<file path="src/hw/cpu_params.svh">
`ifndef CPU_PARAMS_SVH
`define CPU_PARAMS_SVH

// data path and bus width
`define WORD_W 32

// general purpose registers R0..R15
`define NUM_REGS 16

// program and data share one memory
`define MEM_DEPTH 256

// address bits for MAR and the loader port
`define MEM_AW 8

// first fetch address after reset
`define PC_RESET 0

`endif

</file>
<file path="src/hw/cpuPkg.sv">
package cpuPkg;

    // unlisted codes fall into halt
    typedef enum logic [4:0] {
        opLd   = 5'd0,
        opLdi  = 5'd1,
        opSt   = 5'd2,
        opAdd  = 5'd3,
        opSub  = 5'd4,
        opAnd  = 5'd5,
        opOr   = 5'd6,
        opShr  = 5'd7,
        opAddi = 5'd8,
        opAndi = 5'd9,
        opBr   = 5'd10,
        opIn   = 5'd11,
        opOut  = 5'd12,
        opHalt = 5'd13
    } opcodeE;

    typedef enum logic [2:0] {
        aluAdd,
        aluSub,
        aluAnd,
        aluOr,
        aluShr,
        aluPassB
    } aluOpE;

    typedef enum logic [3:0] {
        srcReg,
        srcPc,
        srcMdr,
        srcZLow,
        srcInPort,
        srcCConst,
        srcNone
    } busSrcE;

    // one strobe set per step, driven by the control unit
    typedef struct packed {
        logic  gra;
        logic  grb;
        logic  grc;
        logic  rIn;
        logic  rOut;
        logic  baOut;
        logic  pcOut;
        logic  mdrOut;
        logic  zOut;
        logic  inPortOut;
        logic  cOut;
        logic  pcIn;
        logic  irIn;
        logic  marIn;
        logic  mdrIn;
        logic  yIn;
        logic  zIn;
        logic  outPortIn;
        logic  conIn;
        logic  incPc;
        logic  memRead;
        logic  memWrite;
        aluOpE aluOp;
    } ctrlS;

    // rc sits in the top of the immediate field
    typedef struct packed {
        logic [3:0]  rc;
        logic [14:0] spare;
    } rcFieldS;

    // low 19 bits seen either as rc or as the constant
    typedef union packed {
        rcFieldS     f;
        logic [18:0] imm;
    } tailU;

    typedef struct packed {
        opcodeE     opcode;
        logic [3:0] ra;
        logic [3:0] rb;
        tailU       tail;
    } instrS;

endpackage

</file>
<file path="src/hw/controlUnit.sv">
`timescale 1ns/1ps
`include "cpu_params.svh"

module controlUnit import cpuPkg::*; (
    input  logic               clock,
    input  logic               rst,
    input  logic               run,
    input  instrS              instr,
    input  logic [`WORD_W-1:0] bus,
    input  logic               inReq,
    output ctrlS               ctrl,
    output logic               inAck,
    output logic               inLatch,
    output logic               outValid,
    output logic               done
);

    typedef enum logic [1:0] {
        stIdle,
        stRun,
        stHalt
    } cuStateE;

    cuStateE    state;
    logic [2:0] step;
    logic       conQ;
    logic       condMet;
    logic       stall;
    logic       lastStep;
    logic       haltNow;

    // branch condition from IR[20:19] against Ra on the bus
    always_comb begin
        case (instr.rb[1:0])
            2'd0:    condMet = (bus == '0);
            2'd1:    condMet = (bus != '0);
            2'd2:    condMet = !bus[`WORD_W-1];
            default: condMet = bus[`WORD_W-1];
        endcase
    end

    always_comb begin
        ctrl = '0;
        inLatch = 1'b0;
        stall = 1'b0;
        lastStep = 1'b0;
        haltNow = 1'b0;
        // alu function follows the opcode and defaults to add for address math
        case (instr.opcode)
            opSub:        ctrl.aluOp = aluSub;
            opAnd, opAndi: ctrl.aluOp = aluAnd;
            opOr:         ctrl.aluOp = aluOr;
            opShr:        ctrl.aluOp = aluShr;
            default:      ctrl.aluOp = aluAdd;
        endcase
        if (state == stRun) begin
            case (step)
                3'd0: begin
                    ctrl.pcOut = 1'b1;
                    ctrl.marIn = 1'b1;
                    ctrl.incPc = 1'b1;
                end
                3'd1: begin
                    // Y keeps PC+1 as the branch base
                    ctrl.pcOut = 1'b1;
                    ctrl.yIn = 1'b1;
                    ctrl.memRead = 1'b1;
                    ctrl.mdrIn = 1'b1;
                end
                3'd2: begin
                    ctrl.mdrOut = 1'b1;
                    ctrl.irIn = 1'b1;
                end
                3'd3: begin
                    case (instr.opcode)
                        opAdd, opSub, opAnd, opOr, opShr, opAddi, opAndi: begin
                            ctrl.grb = 1'b1;
                            ctrl.rOut = 1'b1;
                            ctrl.yIn = 1'b1;
                        end
                        opLd, opLdi: begin
                            ctrl.grb = 1'b1;
                            ctrl.baOut = 1'b1;
                            ctrl.yIn = 1'b1;
                        end
                        opSt: begin
                            ctrl.gra = 1'b1;
                            ctrl.rOut = 1'b1;
                            ctrl.mdrIn = 1'b1;
                        end
                        opBr: begin
                            ctrl.gra = 1'b1;
                            ctrl.rOut = 1'b1;
                            ctrl.conIn = 1'b1;
                        end
                        opIn: begin
                            // wait for the device request
                            inLatch = inReq;
                            stall = !inReq;
                        end
                        opOut: begin
                            ctrl.gra = 1'b1;
                            ctrl.rOut = 1'b1;
                            ctrl.outPortIn = 1'b1;
                            lastStep = 1'b1;
                        end
                        default: haltNow = 1'b1;
                    endcase
                end
                3'd4: begin
                    case (instr.opcode)
                        opAdd, opSub, opAnd, opOr, opShr: begin
                            ctrl.grc = 1'b1;
                            ctrl.rOut = 1'b1;
                            ctrl.zIn = 1'b1;
                        end
                        opAddi, opAndi, opLd, opLdi, opBr: begin
                            ctrl.cOut = 1'b1;
                            ctrl.zIn = 1'b1;
                        end
                        opSt: begin
                            ctrl.grb = 1'b1;
                            ctrl.baOut = 1'b1;
                            ctrl.yIn = 1'b1;
                        end
                        opIn: begin
                            // hold ack until the request drops
                            stall = inReq;
                            ctrl.inPortOut = !inReq;
                            ctrl.gra = !inReq;
                            ctrl.rIn = !inReq;
                            lastStep = !inReq;
                        end
                        default: ;
                    endcase
                end
                3'd5: begin
                    case (instr.opcode)
                        opLd: begin
                            ctrl.zOut = 1'b1;
                            ctrl.marIn = 1'b1;
                        end
                        opSt: begin
                            ctrl.cOut = 1'b1;
                            ctrl.zIn = 1'b1;
                        end
                        opBr: begin
                            // target only taken when the flag is set
                            ctrl.zOut = 1'b1;
                            ctrl.pcIn = conQ;
                            lastStep = 1'b1;
                        end
                        default: begin
                            ctrl.zOut = 1'b1;
                            ctrl.gra = 1'b1;
                            ctrl.rIn = 1'b1;
                            lastStep = 1'b1;
                        end
                    endcase
                end
                3'd6: begin
                    if (instr.opcode == opSt) begin
                        // MAR load and write share the cycle
                        ctrl.zOut = 1'b1;
                        ctrl.marIn = 1'b1;
                        ctrl.memWrite = 1'b1;
                        lastStep = 1'b1;
                    end else begin
                        ctrl.memRead = 1'b1;
                        ctrl.mdrIn = 1'b1;
                    end
                end
                default: begin
                    // only ld gets this far
                    ctrl.mdrOut = 1'b1;
                    ctrl.gra = 1'b1;
                    ctrl.rIn = 1'b1;
                    lastStep = 1'b1;
                end
            endcase
        end
    end

    always_ff @(posedge clock) begin
        if (rst) begin
            state <= stIdle;
            step <= '0;
            conQ <= 1'b0;
            inAck <= 1'b0;
            outValid <= 1'b0;
            done <= 1'b0;
        end else begin
            outValid <= ctrl.outPortIn;
            if (ctrl.conIn) begin
                conQ <= condMet;
            end
            if (inLatch) begin
                inAck <= 1'b1;
            end else if (ctrl.inPortOut) begin
                inAck <= 1'b0;
            end
            if (state == stIdle && run) begin
                state <= stRun;
            end else if (haltNow) begin
                state <= stHalt;
                done <= 1'b1;
            end
            if (lastStep) begin
                step <= '0;
            end else if (state == stRun && !stall) begin
                step <= step + 1'b1;
            end
        end
    end

    // ack only answers a live request
    assert property (@(posedge clock) disable iff (rst) $rose(inAck) |-> $past(inReq))
        else $error("controlUnit: inAck rose without inReq");
    // device keeps its request up until the ack arrives
    assert property (@(posedge clock) disable iff (rst) inReq && !inAck |=> inReq || inAck)
        else $error("controlUnit: inReq dropped before inAck");

endmodule

</file>
<file path="config.mk">
export PLATFORM = sky130hd
export DESIGN_NAME = controlUnit
export DESIGN_NICKNAME = d
export VERILOG_FILES = /design/src/hw/cpuPkg.sv /design/src/hw/controlUnit.sv
export VERILOG_INCLUDE_DIRS = /design/src /design/src/hw
export SDC_FILE = /design/constraint.sdc
export NUM_CORES = 1
export LEC_CHECK = 0
export ABC_AREA = 1
export BUFFER_PORTS_ARGS = -buffer_cell sky130_fd_sc_hd__buf_4
export CORE_ASPECT_RATIO = 1.75
export CORE_MARGIN = 2
export CORE_UTILIZATION = 38
export DETAILED_ROUTE_END_ITERATION = 16
export GPL_ROUTABILITY_DRIVEN = 0
export PLACE_DENSITY_LB_ADDON = 0.05
export SYNTH_ARGS = -nofsm -noshare
export SYNTH_HDL_FRONTEND = slang
export SYNTH_SLANG_ARGS = --single-unit
</file>
<file path="constraint.sdc">
create_clock -name clock -period 2.3 [get_ports clock]
set_input_delay 0.46 -clock clock [delete_from_list [all_inputs] [get_ports clock]]
set_output_delay 0.46 -clock clock [all_outputs]
set_load 0.005 [all_outputs]
</file>
==> parameters.txt, run 1 <==
Parameter                              Value

Logic synthesis
  Most area-hungry cell type in the Yosys netlist    dfxtp_1
  Fraction of post-synthesis cell area in the top cell type by area    0.1635
  Synthesized netlist net count    275
  Distinct cell type count of the synthesized netlist    27
  Leading post-synthesis cells by instance count    44 x nor2_1, 35 x nand2_1, 29 x inv_1
  Ranking of synthesized cells by area    dfxtp_1 16%, nor2_1 15%, nand2_1 12%
  Count of state elements after synthesis    9
  Ys flop type    dfxtp_1
  Count of flip-flops with a built-in enable after synthesis    0
  Number of warnings printed during yosys synthesis    0
  Cell with the most instances after synthesis    nor2_1
  Synthesized netlist cell count    202
  Average instance area after synthesis    5.457 µm²
  Cell area after synthesis    1102 µm²
  Share of synthesized flip-flops with an asynchronous set or reset    0
  Sequential area share after synthesis    0.1635

Placed design
  # port buffers    71
  Detailed Place HPWL    3022 µm

Power and ir drop
  Worst vdd rail ir drop    0.2519 mV
  Static Leakage    0.9034 nW
  Power per Cell Area    293.6 nW/µm²

CTS
  Clk_lat worst skew    0.23 ns
  Clk slew on worst S/H paths    0.04 ns
  Cell chosen for the clock root    clkbuf_8
  Max Buffers Root-to-Sink    2
  TritonCTS buffer count    3
  # H-tree levels    1
  CTS sink cnt    9
  Clock tree from TritonCTS    done
  Number of hold buffers added after CTS    0

Critical path
  Worst path required time    1.84 ns
  Crit path launch type    flip-flop
  WP data arrival    1.73 ns
  Slowest CP cell    dfxtp_4
  Delay contributed by the slowest stage of the critical path    0.36 ns
  Dominant cell type by count on the critical path    inv_1
  Classification of the worst setup path    reg2out
  Buf/Inv on CP    4
  Critical-path maximum fanout    5
  Largest delay share family, worst path    simple AND/OR/NAND/NOR gates
  Ordered cell list for the critical path    inv_1 -> ha_1 -> nand2_1 -> inv_2 -> a21oi_2 -> inv_1 -> nor3_1 -> nor3_2 -> nor2_1 -> buf_4
  Worst Setup End Kind    output pin

Floorplanning
  Initial Utilization    0.4051
  Standard-cell row count    25
  Die footprint    3365 µm²
  Die span in x    44.72 µm
  Boundary Pins    97
  Floorplan Core Area    2721 µm²
  Die span in y    75.25 µm

Route
  Number of nets with antenna violations after routing    0
  Total detailed-routing wirelength    3444 µm
  WL per Instance    11.18 µm
  Via density    5.052
  Remaining design rule violation count    0
  Via count of the routed design    1556
  Number of iterations in the first detailed-routing pass    4
  Initial drt markers    29

STA
  Unrepaired setup endpoints after global routing    no
  Hold WS    0.4498 ns
  Share of the clock period used by the worst path after layout    0.9542
  Final number of setup-violating endpoints    0
  Worst rel slew slack    0.7744
  Worst Tran Pin Value    0.3359 ns
  Min Tclk post-route    2.195 ns
  Setup Skew    0.003965 ns
  Number of pins exceeding their max-slew limit in the final report    0
  Hold Vio Cnt, Final    0
  Final-layout setup total negative slack    0 ns
  Top achievable clock speed    455.7 MHz

Final layout
  Fin nets    355
  Antenna Cells    0
  Ratio of cells with drive above 1 in the final layout    0.3665
  Signed area change from the synthesized netlist to the final layout    60.61%
  Fill count    282

GRT
  Vias in the first global route    1415
  Global-route wire length before repair    5678 µm
  Antenna violations before repair    0
  Maximum number of pins on one net before global-route repair    20
  Congestion Overflow GR    0
  Overall track demand over capacity in global routing    0.2206

Outcome
  Outcome    finished, final reports clean

Run
  Max-cap violations    0

Worst hold path
  Tightest Hold Check Type    reg2reg
-- power by group --
part | switching [W] | internal [W] | total [W]
clock | 0.0000558 | 0.000120 | 0.000176
sequential | 0.00000404 | 0.000161 | 0.000165
combinational | 0.0000883 | 0.0000903 | 0.000179
total | 0.000148 | 0.000372 | 0.000520
-- logic make-up (layout without fill, tap and decap cells) --
kind of cell / count (synthesis) / after routing / share of synthesized area
DFF: 9 / 9 / 0.1634
and+or+nand+nor: 125 / 125 / 0.5165
adders and majority gates: 5 / 5 / 0.05675
buffers and inverters: 35 / 114 / 0.1192
AOI/OAI and AO/OA: 28 / 28 / 0.1442
-- per-layer routing --
| metal | global-route usage | vias up | wire, µm |
|---|---|---|---|
| met3 | 0.04077 | 8 | 241 |
| met5 | 0 | - | 0 |
| li1 | - | 813 | - |
| met1 | 0.2174 | 672 | 1186 |
| met4 | 0.07744 | 0 | 61 |
| met2 | 0.4348 | 63 | 1955 |
-- placed cells by master, fill, tap and decap left out, types with 4 or more instances in the layout --
cell and instances:
nand3_1 16, o21ai_0 4, nor3_1 9, buf_4 77
ha_1 5, nand2_1 35, nor2_2 4, inv_2 4
inv_1 29, nand2_2 5, dfxtp_1 7, a21oi_1 13
nor2_1 43
-- registers in the layout (all words and copies together) (netlist names) --
register,count
step,3
done,1
outValid,1
conQ,1
state,2
inAck,1
-- final timing paths --
kind                         from                   end  slack, ns  cells after the start
max          step[0]$_SDFFE_PP0P_              ctrl[24]       0.11                     10
min             done$_SDFFE_PP0P_     done$_SDFFE_PP0P_       0.45                      2
max reg2reg  step[0]$_SDFFE_PP0P_  step[1]$_SDFFE_PP0P_       0.67                     11
min reg2reg     done$_SDFFE_PP0P_     done$_SDFFE_PP0P_       0.45                      2
-- repair_timing --
item / CTS / global route
resized for setup: 0 / 6
endpoints found under the setup margin: 0 / 5
buffers inserted: 0 / 0
-- through the flow --
step	power (W)	setup WS, ns	instances	utilization	cell area (µm²)
floorplan	0.0002486	0.4206	202	-	1102
global placement	0.0003440	0.1464	304	0.6271	1707
detailed placement	0.0003454	0.1577	304	0.6271	1707
CTS	0.0005255	0.03271	308	0.6437	1752
global route	0.0005560	0.002751	308	0.6506	1770
finish	0.0005199	0.1054	308	0.6506	1770
-- cell type report --
cell class | count | area, µm² | area share
flip-flops and latches | 9 | 185.2 | 0.1046
clock buffers | 4 | 45.04 | 0.02544
inverters | 33 | 123.9 | 0.06996
repair buffers | 77 | 578.1 | 0.3265
multi-input cells | 158 | 804.5 | 0.4544
well taps | 27 | 33.78 | 0.01908
-- tightest hold or removal path: stages, from the launching register on --
cell     delay (ns)
dfxtp_1        0.30
inv_1          0.05
a21oi_1        0.05
Power figures use the tool's default switching activity.
==> inputs of run 2 (changes only) <==
--- a/config.mk
+++ b/config.mk
@@ -9,4 +9,5 @@
 export ABC_AREA = 1
 export BUFFER_PORTS_ARGS = -buffer_cell sky130_fd_sc_hd__buf_4
+export CAP_MARGIN = 25
 export CORE_ASPECT_RATIO = 1.75
 export CORE_MARGIN = 2
==> constraint.sdc (replaced) <==
create_clock -name clock -period 2.3 [get_ports clock]
set_input_delay 0.345 -clock clock [delete_from_list [all_inputs] [get_ports clock]]
set_output_delay 0.345 -clock clock [all_outputs]
set_load 0.005 [all_outputs]
==> run 2 against run 1 <==
Global-route usage is 0.14 points higher; first-iteration DRC count shrank 24%; cell count down 1.3%; critical path type unchanged; critical endpoint is now ctrl[9]; largest power group unchanged.
==> parameters.txt, run 2 (synthesized netlist as in run 1, its figures left out) <==
Parameter                              Value

Final layout
  Largest reg by FF count    step (unchanged)
  Commonest cells after routing, fill and taps aside    73 x buf_4, 44 x nor2_1, 34 x nand2_1 (was 77 x buf_4, 43 x nor2_1, 35 x nand2_1)
  Fin nets    351 (was 355)
  Leading cell type in the layout, fill and taps excluded    buf_4 (unchanged)
  Ratio of cells with drive above 1 in the final layout    0.3574 (was 0.3665)
  Flip-flop count of the largest register after layout    3 (unchanged)
  Antenna Cells    0 (unchanged)
  Signed area change from the synthesized netlist to the final layout    58.34% (was 60.61%)
  Largest registers in the final layout    step x3, state x2 (unchanged)
  Number of cells in the finished layout apart from fillers    304 (was 308)

CTS
  Clock tree from TritonCTS    done (unchanged)
  CTS sink cnt    9 (unchanged)
  Max Buffers Root-to-Sink    2 (unchanged)
  Clk_lat worst skew    0.23 ns (about the same)
  Number of buffers inserted by post-CTS setup repair    0 (unchanged)
  # H-tree levels    1 (unchanged)
  Number of hold buffers added after CTS    0 (unchanged)
  Clk slew on worst S/H paths    0.04 ns (about the same)
  TritonCTS buffer count    3 (unchanged)
  Cell chosen for the clock root    clkbuf_8 (unchanged)

Route
  WL per Instance    11.52 µm (was 11.18 µm)
  Remaining design rule violation count    0 (unchanged)
  Total detailed-routing wirelength    3502 µm (was 3444 µm)
  Via density    5.118 (was 5.052)
  Number of iterations in the first detailed-routing pass    4 (unchanged)
  Initial drt markers    22 (was 29)
  Number of nets with antenna violations after routing    0 (unchanged)
  Via count of the routed design    1556 (unchanged)

Outcome
  Outcome    finished, final reports clean (unchanged)

GRT
  Antenna violations before repair    0 (unchanged)
  Maximum number of pins on one net before global-route repair    20 (unchanged)
  Vias in the first global route    1490 (was 1415)
  Overall track demand over capacity in global routing    0.2221 (was 0.2206)
  Congestion Overflow GR    0 (unchanged)
  Global-route wire length before repair    5692 µm (was 5678 µm)

Critical path
  R2r endpoint    step[0]$_SDFFE_PP0P_ (was step[1]$_SDFFE_PP0P_)
  WP data arrival    1.86 ns (was 1.73 ns)
  Worst R2R Start    step[1]$_SDFFE_PP0P_ (was step[0]$_SDFFE_PP0P_)
  Launching element of the worst setup path    step[0]$_SDFFE_PP0P_ (unchanged)
  Crit path launch type    flip-flop (unchanged)
  Worst Setup End Kind    output pin (unchanged)
  Register-to-register setup slack    0.56 ns (was 0.67 ns)
  Worst path required time    1.96 ns (was 1.84 ns)
  Classification of the worst setup path    reg2out (unchanged)
  CP Capture Point    ctrl[9] (was ctrl[24])
  Worst R2R Path Depth    9 (was 11)
  Critical-path maximum fanout    5 (unchanged)

Placed design
  # port buffers    71 (unchanged)
  Number of cells in the design after placement    300 (was 304)
  Detailed Place HPWL    3000 µm (was 3022 µm)

STA
  Final number of setup-violating endpoints    0 (unchanged)
  Number of pins exceeding their max-slew limit in the final report    0 (unchanged)
  Setup Skew    0.002141 ns (was 0.003965 ns)
  Min Tclk post-route    2.205 ns (was 2.195 ns)
  Final-layout setup total negative slack    0 ns (unchanged)
  Top achievable clock speed    453.5 MHz (was 455.7 MHz)
  Unrepaired setup endpoints after global routing    yes (was no)
  Worst Tran Pin Value    0.3508 ns (was 0.3359 ns)
  Worst rel slew slack    0.7653 (was 0.7744)
  Share of the clock period used by the worst path after layout    0.9588 (was 0.9542)
  Hold Vio Cnt, Final    0 (unchanged)

Floorplanning
  Initial Utilization    0.4051 (unchanged)
  Die footprint    3365 µm² (unchanged)
  Die span in y    75.25 µm (unchanged)
  Floorplan Core Area    2721 µm² (unchanged)
  Boundary Pins    97 (unchanged)
  Standard-cell row count    25 (unchanged)
  Die span in x    44.72 µm (unchanged)

Run
  Max-cap violations    0 (unchanged)

Power and ir drop
  Power per Cell Area    298.8 nW/µm² (was 293.6 nW/µm²)
  Worst vdd rail ir drop    0.3407 mV (was 0.2519 mV)
  Static Leakage    0.8890 nW (was 0.9034 nW)

Worst hold path
  Tightest Hold Check Type    in2reg (was reg2reg)
[run 2: changes by cell type in the layout (fill, tap and decap cells not counted)]
cell	change
dfxtp_4	-1
a21oi_2	-1
a21oi_4	+1
buf_4	-4
nand2_2	+1
nor2_1	+1
dfxtp_2	+1
nor2_2	-1
nand2_1	-1
[run 2: cell type report]
type                       instances  area [µm²]
clock buffer                       4       45.04
tap                               27       33.78
sequential                         9       182.7
multi-input combinational        158       812.0
timing repair buffer              73       548.0
fill                             286       975.9
inverter                          33       123.9
[run 2: timing repair]
action | 4_1_cts | 5_1_grt
endpoints found under the setup margin | 3 | 5
gates resized for setup | 1 | 5
hold endpoints to repair | 0 | 0
[run 2: metal layers]
metal  share of wire  track usage
met1            0.34       0.2029
met2            0.56       0.4283
met3           0.074      0.04317
met4           0.019       0.1313
met5               0            0
[run 2: how the worst min path moves through the flow]
stage,startpoint,endpoint,slack (ns),cells past startpoint
final,rst,inAck$_SDFFE_PP0P_,0.33,2
after global routing,rst,state[1]$_SDFFE_PP0P_,0.34,2
after CTS,rst,inAck$_SDFFE_PP0P_,0.33,2
after detailed placement,done$_SDFFE_PP0P_,done$_SDFFE_PP0P_,0.45,2
after global placement,done$_SDFFE_PP0P_,done$_SDFFE_PP0P_,0.44,2
after floorplan,rst,done$_SDFFE_PP0P_,0.41,1
[run 2: critical path, cell delays in order (launching register included)]
cell and delay, ns:
dfxtp_2 0.36, inv_1 0.08, ha_1 0.24, nand2_2 0.13, inv_2 0.09, a21oi_4 0.16, inv_1 0.10, a31oi_1 0.22
a21oi_1 0.09, buf_4 0.15
[run 2: report_power, final]
part | leakage (nW) | switching (W) | internal, W | total [W]
clock network | 0.0228 | 0.0000565 | 0.000120 | 0.000177
registers | 0.0738 | 0.00000449 | 0.000162 | 0.000166
logic | 0.792 | 0.0000891 | 0.0000898 | 0.000179
total | 0.889 | 0.000150 | 0.000372 | 0.000522
[run 2: per-stage QoR]
stage	power [W]	utilization	cell area (µm²)	hold slack [ns]	setup slack [ns]
after global routing	0.0005570	0.6414	1745	0.3367	-0.001041
after floorplan	0.0002486	-	1102	0.4141	0.5356
after CTS	0.0005274	0.6336	1724	0.3262	0.01732
after detailed placement	0.0003453	0.6161	1677	0.4465	0.2086
final	0.0005215	0.6414	1745	0.3293	0.09471
after global placement	0.0003435	0.6161	1677	0.4376	0.2081
